## src/logic/pi_bus_settings.svh

```systemverilog
// ~~~~~~~~~~~~~~~~~~~~~~~~~~~~~~~~~~~~~~
// PI bus segment settings
// widths, memory depth, timeout limit
// and the slave region codes
// ~~~~~~~~~~~~~~~~~~~~~~~~~~~~~~~~~~~~~~
`ifndef PI_BUS_SETTINGS_SVH
`define PI_BUS_SETTINGS_SVH

`define PI_DATA_W     32
`define PI_ADDR_W     30   // word address
`define PI_MEM_WORDS  64
`define PI_TIMEOUT    16   // WAT cycles in one data phase

// region codes in the top two address bits
`define PI_REG_MEM      2'b00
`define PI_REG_RETRACT  2'b01
`define PI_REG_ERROR    2'b10
`define PI_REG_SILENT   2'b11

`endif

```

## src/logic/pi_bus_pkg.sv

```systemverilog
// ~~~~~~~~~~~~~~~~~~~~~~~~~~~~~~~~~~~~~~
// PI bus types
// acknowledge, opcode and master states
// ~~~~~~~~~~~~~~~~~~~~~~~~~~~~~~~~~~~~~~
`default_nettype none

package pi_bus_pkg;

   // RDY is also the idle value
   typedef enum logic [2:0]
   {
      RDY = 3'd0,
      WAT = 3'd1,
      ERR = 3'd2,
      RTR = 3'd3
   } ack_t;

   typedef enum logic [3:0]
   {
      WORD = 4'b0000,
      HALF = 4'b0001,
      NOP  = 4'b1111   // no address phase
   } opc_t;

   typedef enum logic [2:0]
   {
      IDLE      = 3'd0,
      REQ       = 3'd1,
      ADDR      = 3'd2,
      ADDR_DATA = 3'd3,   // locked owner waiting for its next address
      DATA      = 3'd4,
      RETRACT   = 3'd5
   } mst_state_t;

endpackage

`default_nettype wire

```

## src/logic/pi_bus_if.sv

```systemverilog
// ~~~~~~~~~~~~~~~~~~~~~~~~~~~~~~~~~~~~~~
// PI bus shared segment
// one address/data bus between the bus
// controller, the masters and the slave
// ~~~~~~~~~~~~~~~~~~~~~~~~~~~~~~~~~~~~~~
`default_nettype none
`include "pi_bus_settings.svh"

interface pi_bus_if;

   logic [`PI_ADDR_W-1:0] addr;
   pi_bus_pkg::opc_t      opc;
   logic                  read;
   logic                  lock;
   logic [`PI_DATA_W-1:0] wdata;
   logic                  addr_valid;   // address phase in this cycle

   logic [`PI_DATA_W-1:0] rdata;
   pi_bus_pkg::ack_t      ack;
   logic                  tout;

   modport master
   (
      output addr, opc, read, lock, wdata,
      input  rdata, ack, tout
   );

   // tout lets the slave drop a phase that never completes
   modport slave
   (
      input  addr, opc, read, wdata, addr_valid, tout,
      output rdata, ack
   );

   modport ctrl
   (
      output addr, opc, read, lock, wdata, addr_valid, tout,
      input  ack
   );

endinterface

`default_nettype wire

```

## src/logic/pi_bus_ctrl.sv

```systemverilog
// ~~~~~~~~~~~~~~~~~~~~~~~~~~~~~~~~~~~~~~
// PI bus controller
// round-robin arbiter, bus multiplexer
// and data-phase timeout
// ~~~~~~~~~~~~~~~~~~~~~~~~~~~~~~~~~~~~~~
`default_nettype none
`include "pi_bus_settings.svh"

module pi_bus_ctrl
(
   input  wire                     clk,
   input  wire                     reset,
   input  wire  [1:0]              req,
   output logic [1:0]              gnt,
   input  wire  [1:0]              own,
   input  wire  [`PI_ADDR_W-1:0]   m_addr [2],
   input  wire  pi_bus_pkg::opc_t  m_opc [2],
   input  wire  [1:0]              m_read,
   input  wire  [1:0]              m_lock,
   input  wire  [`PI_DATA_W-1:0]   m_wdata [2],
   pi_bus_if.ctrl                  bus
);

   localparam int CNT_W = $clog2(`PI_TIMEOUT + 1);

   logic             owner;
   logic             last;      // master granted most recently
   logic             aphase;
   logic             dphase;
   logic [CNT_W-1:0] wat_cnt;
   logic             data_end;
   logic             locked;
   logic             free;
   logic             pick;

   assign data_end = dphase && ((bus.ack != pi_bus_pkg::WAT) || bus.tout);
   assign locked   = own[owner] && bus.lock;
   assign free     = !own[owner] || (data_end && !bus.lock);
   assign pick     = (&req) ? !last : req[1];   // other master first on a tie

   always_comb
   begin
      gnt = 2'b00;
      if (locked)
         gnt[owner] = req[owner];   // no arbitration under lock
      else if (free && (|req))
         gnt[pick] = 1'b1;
   end

   always_ff @(posedge clk)
   begin
      if (reset)
      begin
         owner   <= 1'b0;
         last    <= 1'b0;
         aphase  <= 1'b0;
         dphase  <= 1'b0;
         wat_cnt <= '0;
      end
      else
      begin
         aphase <= |gnt;
         dphase <= aphase || (dphase && !data_end);
         if (|gnt)
         begin
            owner <= gnt[1];
            last  <= gnt[1];
         end
         if (!dphase)
            wat_cnt <= '0;
         else if (bus.ack == pi_bus_pkg::WAT && !bus.tout)
            wat_cnt <= wat_cnt + 1'b1;
      end
   end

   assign bus.addr       = m_addr[owner];
   assign bus.opc        = m_opc[owner];
   assign bus.read       = m_read[owner];
   assign bus.lock       = m_lock[owner];
   assign bus.wdata      = m_wdata[owner];
   assign bus.addr_valid = aphase;
   assign bus.tout       = dphase && (wat_cnt == CNT_W'(`PI_TIMEOUT));

endmodule

`default_nettype wire

```

## src/logic/pi_bus_top.sv

```systemverilog
// ~~~~~~~~~~~~~~~~~~~~~~~~~~~~~~~~~~~~~~
// PI bus segment top level
// two masters, bus controller and one
// memory slave on a shared bus
// ~~~~~~~~~~~~~~~~~~~~~~~~~~~~~~~~~~~~~~
`default_nettype none
`include "pi_bus_settings.svh"

module pi_bus_top
(
   input  wire                    clk,
   input  wire                    reset,
   input  wire                    m0_rd,
   input  wire                    m0_wr,
   input  wire                    m0_lock,
   input  wire                    m0_size,
   input  wire  [`PI_ADDR_W-1:0]  m0_addr,
   input  wire  [`PI_DATA_W-1:0]  m0_wdata,
   output logic [`PI_DATA_W-1:0]  m0_rdata,
   output logic                   m0_last_data,
   output logic                   m0_abort,
   output logic                   m0_restart,
   input  wire                    m1_rd,
   input  wire                    m1_wr,
   input  wire                    m1_lock,
   input  wire                    m1_size,
   input  wire  [`PI_ADDR_W-1:0]  m1_addr,
   input  wire  [`PI_DATA_W-1:0]  m1_wdata,
   output logic [`PI_DATA_W-1:0]  m1_rdata,
   output logic                   m1_last_data,
   output logic                   m1_abort,
   output logic                   m1_restart
);

   wire [1:0]              req;
   wire [1:0]              gnt;
   wire [1:0]              own;
   wire [`PI_ADDR_W-1:0]   m_addr [2];
   wire pi_bus_pkg::opc_t  m_opc [2];
   wire [1:0]              m_read;
   wire [1:0]              m_lock;
   wire [`PI_DATA_W-1:0]   m_wdata [2];

   pi_bus_if i_bus ();

   pi_master i_master0
   (
      .clk        (clk),            .reset      (reset),
      .rd         (m0_rd),          .wr         (m0_wr),
      .lock       (m0_lock),        .size       (m0_size),
      .addr       (m0_addr),        .wdata      (m0_wdata),
      .rdata      (m0_rdata),       .last_data  (m0_last_data),
      .abort      (m0_abort),       .restart    (m0_restart),
      .req        (req[0]),         .gnt        (gnt[0]),
      .bus_addr   (m_addr[0]),      .bus_opc    (m_opc[0]),
      .bus_read   (m_read[0]),      .bus_lock   (m_lock[0]),
      .bus_wdata  (m_wdata[0]),     .bus_rdata  (i_bus.rdata),
      .bus_ack    (i_bus.ack),      .bus_tout   (i_bus.tout),
      .own        (own[0])
   );

   pi_master i_master1
   (
      .clk        (clk),            .reset      (reset),
      .rd         (m1_rd),          .wr         (m1_wr),
      .lock       (m1_lock),        .size       (m1_size),
      .addr       (m1_addr),        .wdata      (m1_wdata),
      .rdata      (m1_rdata),       .last_data  (m1_last_data),
      .abort      (m1_abort),       .restart    (m1_restart),
      .req        (req[1]),         .gnt        (gnt[1]),
      .bus_addr   (m_addr[1]),      .bus_opc    (m_opc[1]),
      .bus_read   (m_read[1]),      .bus_lock   (m_lock[1]),
      .bus_wdata  (m_wdata[1]),     .bus_rdata  (i_bus.rdata),
      .bus_ack    (i_bus.ack),      .bus_tout   (i_bus.tout),
      .own        (own[1])
   );

   pi_bus_ctrl i_bus_ctrl
   (
      .clk     (clk),      .reset   (reset),
      .req     (req),      .gnt     (gnt),      .own     (own),
      .m_addr  (m_addr),   .m_opc   (m_opc),    .m_read  (m_read),
      .m_lock  (m_lock),   .m_wdata (m_wdata),  .bus     (i_bus.ctrl)
   );

   pi_mem_slave i_mem_slave
   (
      .clk     (clk),
      .reset   (reset),
      .bus     (i_bus.slave)
   );

endmodule

`default_nettype wire

```

## src/logic/pi_master.sv

```systemverilog
// ~~~~~~~~~~~~~~~~~~~~~~~~~~~~~~~~~~~~~~
// PI bus master controller
// turns requester levels into request,
// address and data phases, with lock,
// retract and abort handling
// ~~~~~~~~~~~~~~~~~~~~~~~~~~~~~~~~~~~~~~
`default_nettype none
`include "pi_bus_settings.svh"

module pi_master
(
   input  wire                     clk,
   input  wire                     reset,
   input  wire                     rd,
   input  wire                     wr,
   input  wire                     lock,
   input  wire                     size,
   input  wire  [`PI_ADDR_W-1:0]   addr,
   input  wire  [`PI_DATA_W-1:0]   wdata,
   output logic [`PI_DATA_W-1:0]   rdata,
   output logic                    last_data,
   output logic                    abort,
   output logic                    restart,
   output logic                    req,
   input  wire                     gnt,
   output logic [`PI_ADDR_W-1:0]   bus_addr,
   output pi_bus_pkg::opc_t        bus_opc,
   output logic                    bus_read,
   output logic                    bus_lock,
   output logic [`PI_DATA_W-1:0]   bus_wdata,
   input  wire  [`PI_DATA_W-1:0]   bus_rdata,
   input  wire  pi_bus_pkg::ack_t  bus_ack,
   input  wire                     bus_tout,
   output logic                    own
);

   pi_bus_pkg::mst_state_t state;
   pi_bus_pkg::opc_t       opc_q;
   logic                   retried;   // restart due at the next gnt
   logic                   new_req;

   // the level is still high during the done pulse
   assign new_req = (rd || wr) && !last_data && !abort;

   assign bus_opc = (state == pi_bus_pkg::ADDR) ? opc_q : pi_bus_pkg::NOP;

   // a held lock keeps the bus between transfers
   assign own = (state == pi_bus_pkg::ADDR) || (state == pi_bus_pkg::DATA) || bus_lock;

   always_ff @(posedge clk)
   begin
      last_data <= 1'b0;
      abort     <= 1'b0;
      restart   <= 1'b0;
      if (reset)
      begin
         state    <= pi_bus_pkg::IDLE;
         req      <= 1'b0;
         bus_lock <= 1'b0;
         retried  <= 1'b0;
      end
      else
      begin
         case (state)
            pi_bus_pkg::IDLE, pi_bus_pkg::ADDR_DATA:
            begin
               if (new_req)
               begin
                  req   <= 1'b1;
                  state <= pi_bus_pkg::REQ;
               end
            end
            pi_bus_pkg::REQ, pi_bus_pkg::RETRACT:
            begin
               if (gnt)
               begin
                  req      <= 1'b0;
                  bus_lock <= lock;
                  restart  <= retried;
                  retried  <= 1'b0;
                  state    <= pi_bus_pkg::ADDR;
               end
               else
                  state <= pi_bus_pkg::REQ;   // retract without gnt waits here
            end
            pi_bus_pkg::ADDR:
               state <= pi_bus_pkg::DATA;
            pi_bus_pkg::DATA:
            begin
               if (bus_tout || bus_ack == pi_bus_pkg::ERR)
               begin
                  abort    <= 1'b1;
                  bus_lock <= 1'b0;
                  state    <= pi_bus_pkg::IDLE;
               end
               else if (bus_ack == pi_bus_pkg::RTR)
               begin
                  req     <= 1'b1;
                  retried <= 1'b1;
                  state   <= pi_bus_pkg::RETRACT;
               end
               else if (bus_ack == pi_bus_pkg::RDY)
               begin
                  last_data <= 1'b1;
                  state     <= bus_lock ? pi_bus_pkg::ADDR_DATA : pi_bus_pkg::IDLE;
               end
               // WAT holds everything
            end
            default:
               state <= pi_bus_pkg::IDLE;
         endcase
      end
   end

   // transfer payload, taken when the bus is granted
   always_ff @(posedge clk)
   begin
      if (gnt)
      begin
         bus_addr  <= addr;
         bus_read  <= rd;
         bus_wdata <= wdata;
         opc_q     <= size ? pi_bus_pkg::HALF : pi_bus_pkg::WORD;
      end
      if (state == pi_bus_pkg::DATA && bus_ack == pi_bus_pkg::RDY && bus_read)
         rdata <= bus_rdata;   // valid with last_data
   end

endmodule

`default_nettype wire

```

## src/logic/pi_mem_slave.sv

```systemverilog
// ~~~~~~~~~~~~~~~~~~~~~~~~~~~~~~~~~~~~~~
// PI bus memory slave
// four regions by top address bits:
// memory, retract-once, error, silent
// ~~~~~~~~~~~~~~~~~~~~~~~~~~~~~~~~~~~~~~
`default_nettype none
`include "pi_bus_settings.svh"

module pi_mem_slave
(
   input  wire       clk,
   input  wire       reset,
   pi_bus_if.slave   bus
);

   localparam int IDX_W = $clog2(`PI_MEM_WORDS);

   logic [`PI_DATA_W-1:0] mem [`PI_MEM_WORDS];
   logic                  pend_valid;   // data phase owed
   logic [`PI_ADDR_W-1:0] pend_addr;
   logic                  pend_read;
   logic                  pend_half;
   logic                  rtr_seen;
   logic [1:0]            region;
   logic [IDX_W-1:0]      idx;

   assign region    = pend_addr[`PI_ADDR_W-1 -: 2];
   assign idx       = pend_addr[IDX_W-1:0];
   assign bus.rdata = mem[idx];

   always_comb
   begin
      bus.ack = pi_bus_pkg::RDY;
      if (pend_valid)
      begin
         case (region)
            `PI_REG_MEM:     bus.ack = pi_bus_pkg::RDY;
            `PI_REG_RETRACT: bus.ack = rtr_seen ? pi_bus_pkg::RDY : pi_bus_pkg::RTR;
            `PI_REG_ERROR:   bus.ack = pi_bus_pkg::ERR;
            default:         bus.ack = pi_bus_pkg::WAT;   // silent region
         endcase
      end
   end

   always_ff @(posedge clk)
   begin
      if (reset)
      begin
         pend_valid <= 1'b0;
         rtr_seen   <= 1'b0;
      end
      else
      begin
         // a new address phase may overlap the last data cycle
         if (bus.addr_valid)
            pend_valid <= 1'b1;
         else if (pend_valid && (bus.ack != pi_bus_pkg::WAT || bus.tout))
            pend_valid <= 1'b0;
         if (pend_valid && region == `PI_REG_RETRACT)
            rtr_seen <= (bus.ack == pi_bus_pkg::RTR);   // set by RTR, cleared by RDY
      end
   end

   always_ff @(posedge clk)
   begin
      if (bus.addr_valid)
      begin
         pend_addr <= bus.addr;
         pend_read <= bus.read;
         pend_half <= (bus.opc == pi_bus_pkg::HALF);
      end
      if (pend_valid && bus.ack == pi_bus_pkg::RDY && !pend_read)
      begin
         if (pend_half)
            mem[idx][15:0] <= bus.wdata[15:0];
         else
            mem[idx] <= bus.wdata;
      end
   end

endmodule

`default_nettype wire

```

## config.mk

```make
export PLATFORM = sky130hd
export DESIGN_NAME = pi_bus_top
export DESIGN_NICKNAME = d
export VERILOG_FILES = /design/src/logic/pi_bus_pkg.sv /design/src/logic/pi_bus_if.sv /design/src/logic/pi_bus_ctrl.sv /design/src/logic/pi_bus_top.sv /design/src/logic/pi_master.sv /design/src/logic/pi_mem_slave.sv
export VERILOG_INCLUDE_DIRS = /design/src /design/src/logic
export SDC_FILE = /design/constraint.sdc
export NUM_CORES = 2
export LEC_CHECK = 0
export BUFFER_PORTS_ARGS = -buffer_cell sky130_fd_sc_hd__buf_2
export CAP_MARGIN = 20
export CORE_UTILIZATION = 45
export CTS_CLUSTER_SIZE = 28
export DETAILED_ROUTE_END_ITERATION = 6
export REMOVE_ABC_BUFFERS = 1
export SYNTH_ARGS = -nofsm -noshare
export SYNTH_HDL_FRONTEND = slang
export SYNTH_SLANG_ARGS = --single-unit
```

## constraint.sdc

```tcl
create_clock -name clk -period 3.5 [get_ports clk]
set_clock_uncertainty 0.2 [all_clocks]
set_input_delay 0.525 -clock clk [delete_from_list [all_inputs] [get_ports clk]]
set_output_delay 0.525 -clock clk [all_outputs]
set_load 0.02 [all_outputs]
```

==> key figures <==
Run
  • Max Cap Violations: 0

Synthesis
  • Post-Synthesis Cells: 3793
  • Synth top area share: between 70 and 80%
  • Synth cell types: 55
  • Post-synth ARST share: 0%
  • Seq cells post-synth: between 2000 and 2500
  • Mapped cell area: ~85000 sq um
  • Yosys warns: 0
  • Top_reg_cell synth: edfxtp_1
  • Seq/Total Area, Yosys: 78.54%
  • EDFF count, synth: 2206
  • Syn avg cell area: 22.46 sq um
  • Area leader, netlist: edfxtp_1
  • Synth top area cells: edfxtp_1, mux4_2, mux2i_1

Global route
  • All-Layer GR Usage: a little over a fifth
  • Pin count of the biggest net entering global routing: between 60 and 70
  • Grt ovf: 0
  • First-pass GRT wire length: 296300 um
  • Vias in the first global route: ~42000
  • Initial antenna violation count: 8

Clock network
  • Worst-case clock buffer depth: 3
  • Clock root cell: clkbuf_16
  • CTS tree: done
  • Cts bufs inserted: 222
  • Worst skew pair latency: ~0.86 ns
  • Worst-path clk slew: roughly 0.060 ns
  • Setup Buffers After CTS: 0
  • H-Tree Depth: 4
  • Clock sinks: around 2200

Power
  • Maximum vdd drop: approximately 0.00055 V
  • LEAKAGE: between 30 and 40 nW
  • Power per cell area: ~770 nW/um^2

Detailed routing
  • Iteration count of the initial detailed-routing pass: 7
  • Vias: 41140
  • DRC viols: 36
  • Average wire per standard cell: 29.31 um
  • Mean number of vias per cell: 5.797
  • Detail Route Antenna Nets: 0
  • Final WL: approximately 210000 um
  • DR iter-0 viols: about 4400

Final layout
  • Post-Layout Inst Area: just under 100000 sq um
  • Ratio of cells with drive above 1 in the final layout: a little under a third
  • Reg area: 66940 sq um
  • # fillers: roughly 14000
  • Layout net count: roughly 4500
  • Area of the multi-input gates: roughly 17000 sq um
  • Area growth from synthesis to layout: 16.09%
  • Finished Layout Cells: between 7000 and 8000

Place
  • Buffers on Ports: approximately 160
  • GPL Wtd Cong: approximately 0.81
  • Dpl hpwl: around 120000 um
  • Area after DPL: between 90000 and 100000 sq um
  • Inst Count DP: approximately 6600

STA
  • Slew @ Worst Pin: approximately 1.1 ns
  • Final Max Tran Viols: 0
  • Final hold violation count: 0
  • Endpoints failing setup: 0
  • RSZ-0062 raised after global routing: false
  • Tcrit/Tclk final: about 96%
  • Final Critical Period: around 3.4 ns
  • Fin Setup TNS: 0 ns
  • Hold WS: 0.1699 ns
  • Fmax: just under 300 MHz
  • Slew headroom: approximately 27%

Die
  • Die Span X: around 440 um
  • Starting density of the core: a little under half
  • I/O pin total: slightly above 200
  • Die height: 437.1 um
  • Core ar.: 188000 sq um
  • Core Rows: around 160
  • DIE AREA: between 150000 and 200000 sq um

Worst setup path
  • Critical path arrival: 3.76 ns
  • Crit path required time: 3.90 ns
  • Crit Path Category: flop to flop
  • CP max FO: 31
  • Worst setup SP type: flop
  • Worst setup EP type: flop

Min path
  • HP Class: input pin to flop
  • Min-delay src: m1_wdata[25]

Run status
  • Status: complete, but fails checks
  • Violated checks: design-rule violations
cells in the mapped netlist, types with 2 or more instances:
| cell | instances |
|---|---|
| ha_1 | 7 |
| nand3_1 | 6 |
| nand2_1 | 37 |
| edfxtp_1 | 2206 |
| nand3b_1 | 5 |
| a22o_1 | 36 |
| buf_2 | 47 |
| o211a_1 | 7 |
| a21o_1 | 2 |
| and3_1 | 6 |
| nor3b_1 | 4 |
| buf_4 | 29 |
| a211oi_1 | 16 |
| inv_1 | 12 |
| buf_6 | 37 |
| mux4_2 | 512 |
| xnor2_1 | 3 |
| mux2i_1 | 102 |
| a21oi_1 | 85 |
| nand2b_1 | 14 |
| nand4_1 | 5 |
| a221oi_1 | 52 |
| or2_2 | 10 |
| o21ai_1 | 9 |
| and2_1 | 4 |
| or3_1 | 3 |
| o221ai_1 | 38 |
| xor2_1 | 3 |
| nor2_1 | 187 |
| o22ai_1 | 36 |
| or3b_2 | 2 |
| a31oi_1 | 2 |
| mux2_2 | 48 |
| nor2b_1 | 14 |
| o21ai_0 | 36 |
| buf_1 | 11 |
| nor3_1 | 26 |
| clkbuf_1 | 84 |
| dfxtp_1 | 34 |
registers in the layout, indices dropped and copies added, names as in the netlist, 3 cells and up, named ones only:
signal,flops
i_mem_slave.mem,2048
i_mem_slave.pend_addr,8
i_master0.rdata,32
i_master1.rdata,32
i_bus_ctrl.wat_cnt,5
i_master1.bus_wdata,32
i_master1.bus_addr,8
i_master0.bus_wdata,32
i_master0.state,3
i_master0.bus_addr,8
i_master1.state,3
cell families after synthesis:
kind of cell | count (synthesis) | synth area share [%]
AND/OR/NAND/NOR | 328 | 1.737
flip-flops | 2240 | 78.54
multiplexers | 662 | 15.37
adder cells (fa/ha/maj) | 7 | 0.1028
buffers and inverters | 220 | 1.492
AO/OA/AOI/OAI | 330 | 2.696
XOR/XNOR | 6 | 0.06169
routing by layer:
metal / up-vias / GRT usage (%) / share of wire (%)
li1: 17310 / - / -
met1: 21960 / 30.66 / 42
met2: 1567 / 34.38 / 47
met3: 304 / 4.456 / 7.9
met4: 2 / 6.457 / 2.9
met5: - / 0 / 0.0077
worst paths after layout:
kind,to,slack [ns],cells past startpoint
max,i_master1.rdata[31],0.14,8
min reg2reg,i_master0.restart,0.28,1
min,i_master1.bus_wdata[25],0.17,2
max reg2reg,i_master1.rdata[31],0.14,8
worst max-delay path: stages, from the launching register on:
cell      delay [ns]
dfxtp_4         0.84
buf_4           0.26
buf_4           0.19
mux4_2          0.34
mux2i_1         0.16
o22ai_1         0.19
nor3_1          0.34
o221ai_1        0.27
buf_4           0.24
timing repair:
action,CTS,global route
hold buffers,91,0
setup endpoints to repair,0,1
resized for setup,0,2
endpoints found under the hold margin,103,0
stage by stage:
stage	power (W)	setup WS [ns]	util, %
after floorplan	0.04250	-19.62	-
after global placement	0.05375	0.1471	48.46
after detailed placement	0.05405	0.1573	48.46
after CTS	0.07646	0.1122	52.57
after global routing	0.07849	0.003989	52.60
final	0.07591	0.1383	52.61
cells in the final DEF (no fill, tap or decap), types with 31 or more instances in the layout:
master / Yosys / layout
a21oi_1: 85 / 85
buf_12: 0 / 41
o21ai_0: 36 / 35
edfxtp_1: 2206 / 2206
o22ai_1: 36 / 36
a22o_1: 36 / 36
a221oi_1: 52 / 52
o221ai_1: 38 / 38
mux4_2: 512 / 512
clkbuf_16: 0 / 223
buf_4: 29 / 308
clkinv_2: 0 / 32
nor2_1: 187 / 154
clkbuf_1: 84 / 61
buf_2: 47 / 159
nand2_1: 37 / 37
mux2_2: 48 / 48
dlygate4sd3_1: 0 / 91
mux2i_1: 102 / 102
nor2_2: 0 / 31
clkinv_1: 0 / 62
layout make-up:
type,instances,area share (%)
well taps,2495,3.156
clock inverters,125,1.021
diodes,9,0.02277
multi-input cells,1333,17.31
repair buffers,599,4.893
flip-flops and latches,2240,67.68
inverters,12,0.04554
clock buffers,284,5.873
power breakdown:
| part | total (W) | switching [W] | leakage, nW | internal (W) |
|---|---|---|---|---|
| Sequential | 0.0333 | 0.000536 | 20.1 | 0.0328 |
| Clock | 0.0225 | 0.0100 | 3.31 | 0.0125 |
| Combinational | 0.0201 | 0.0122 | 8.19 | 0.00788 |
| Total | 0.0759 | 0.0228 | 31.6 | 0.0531 |
No activity file was read; power rests on OpenSTA's default activity.
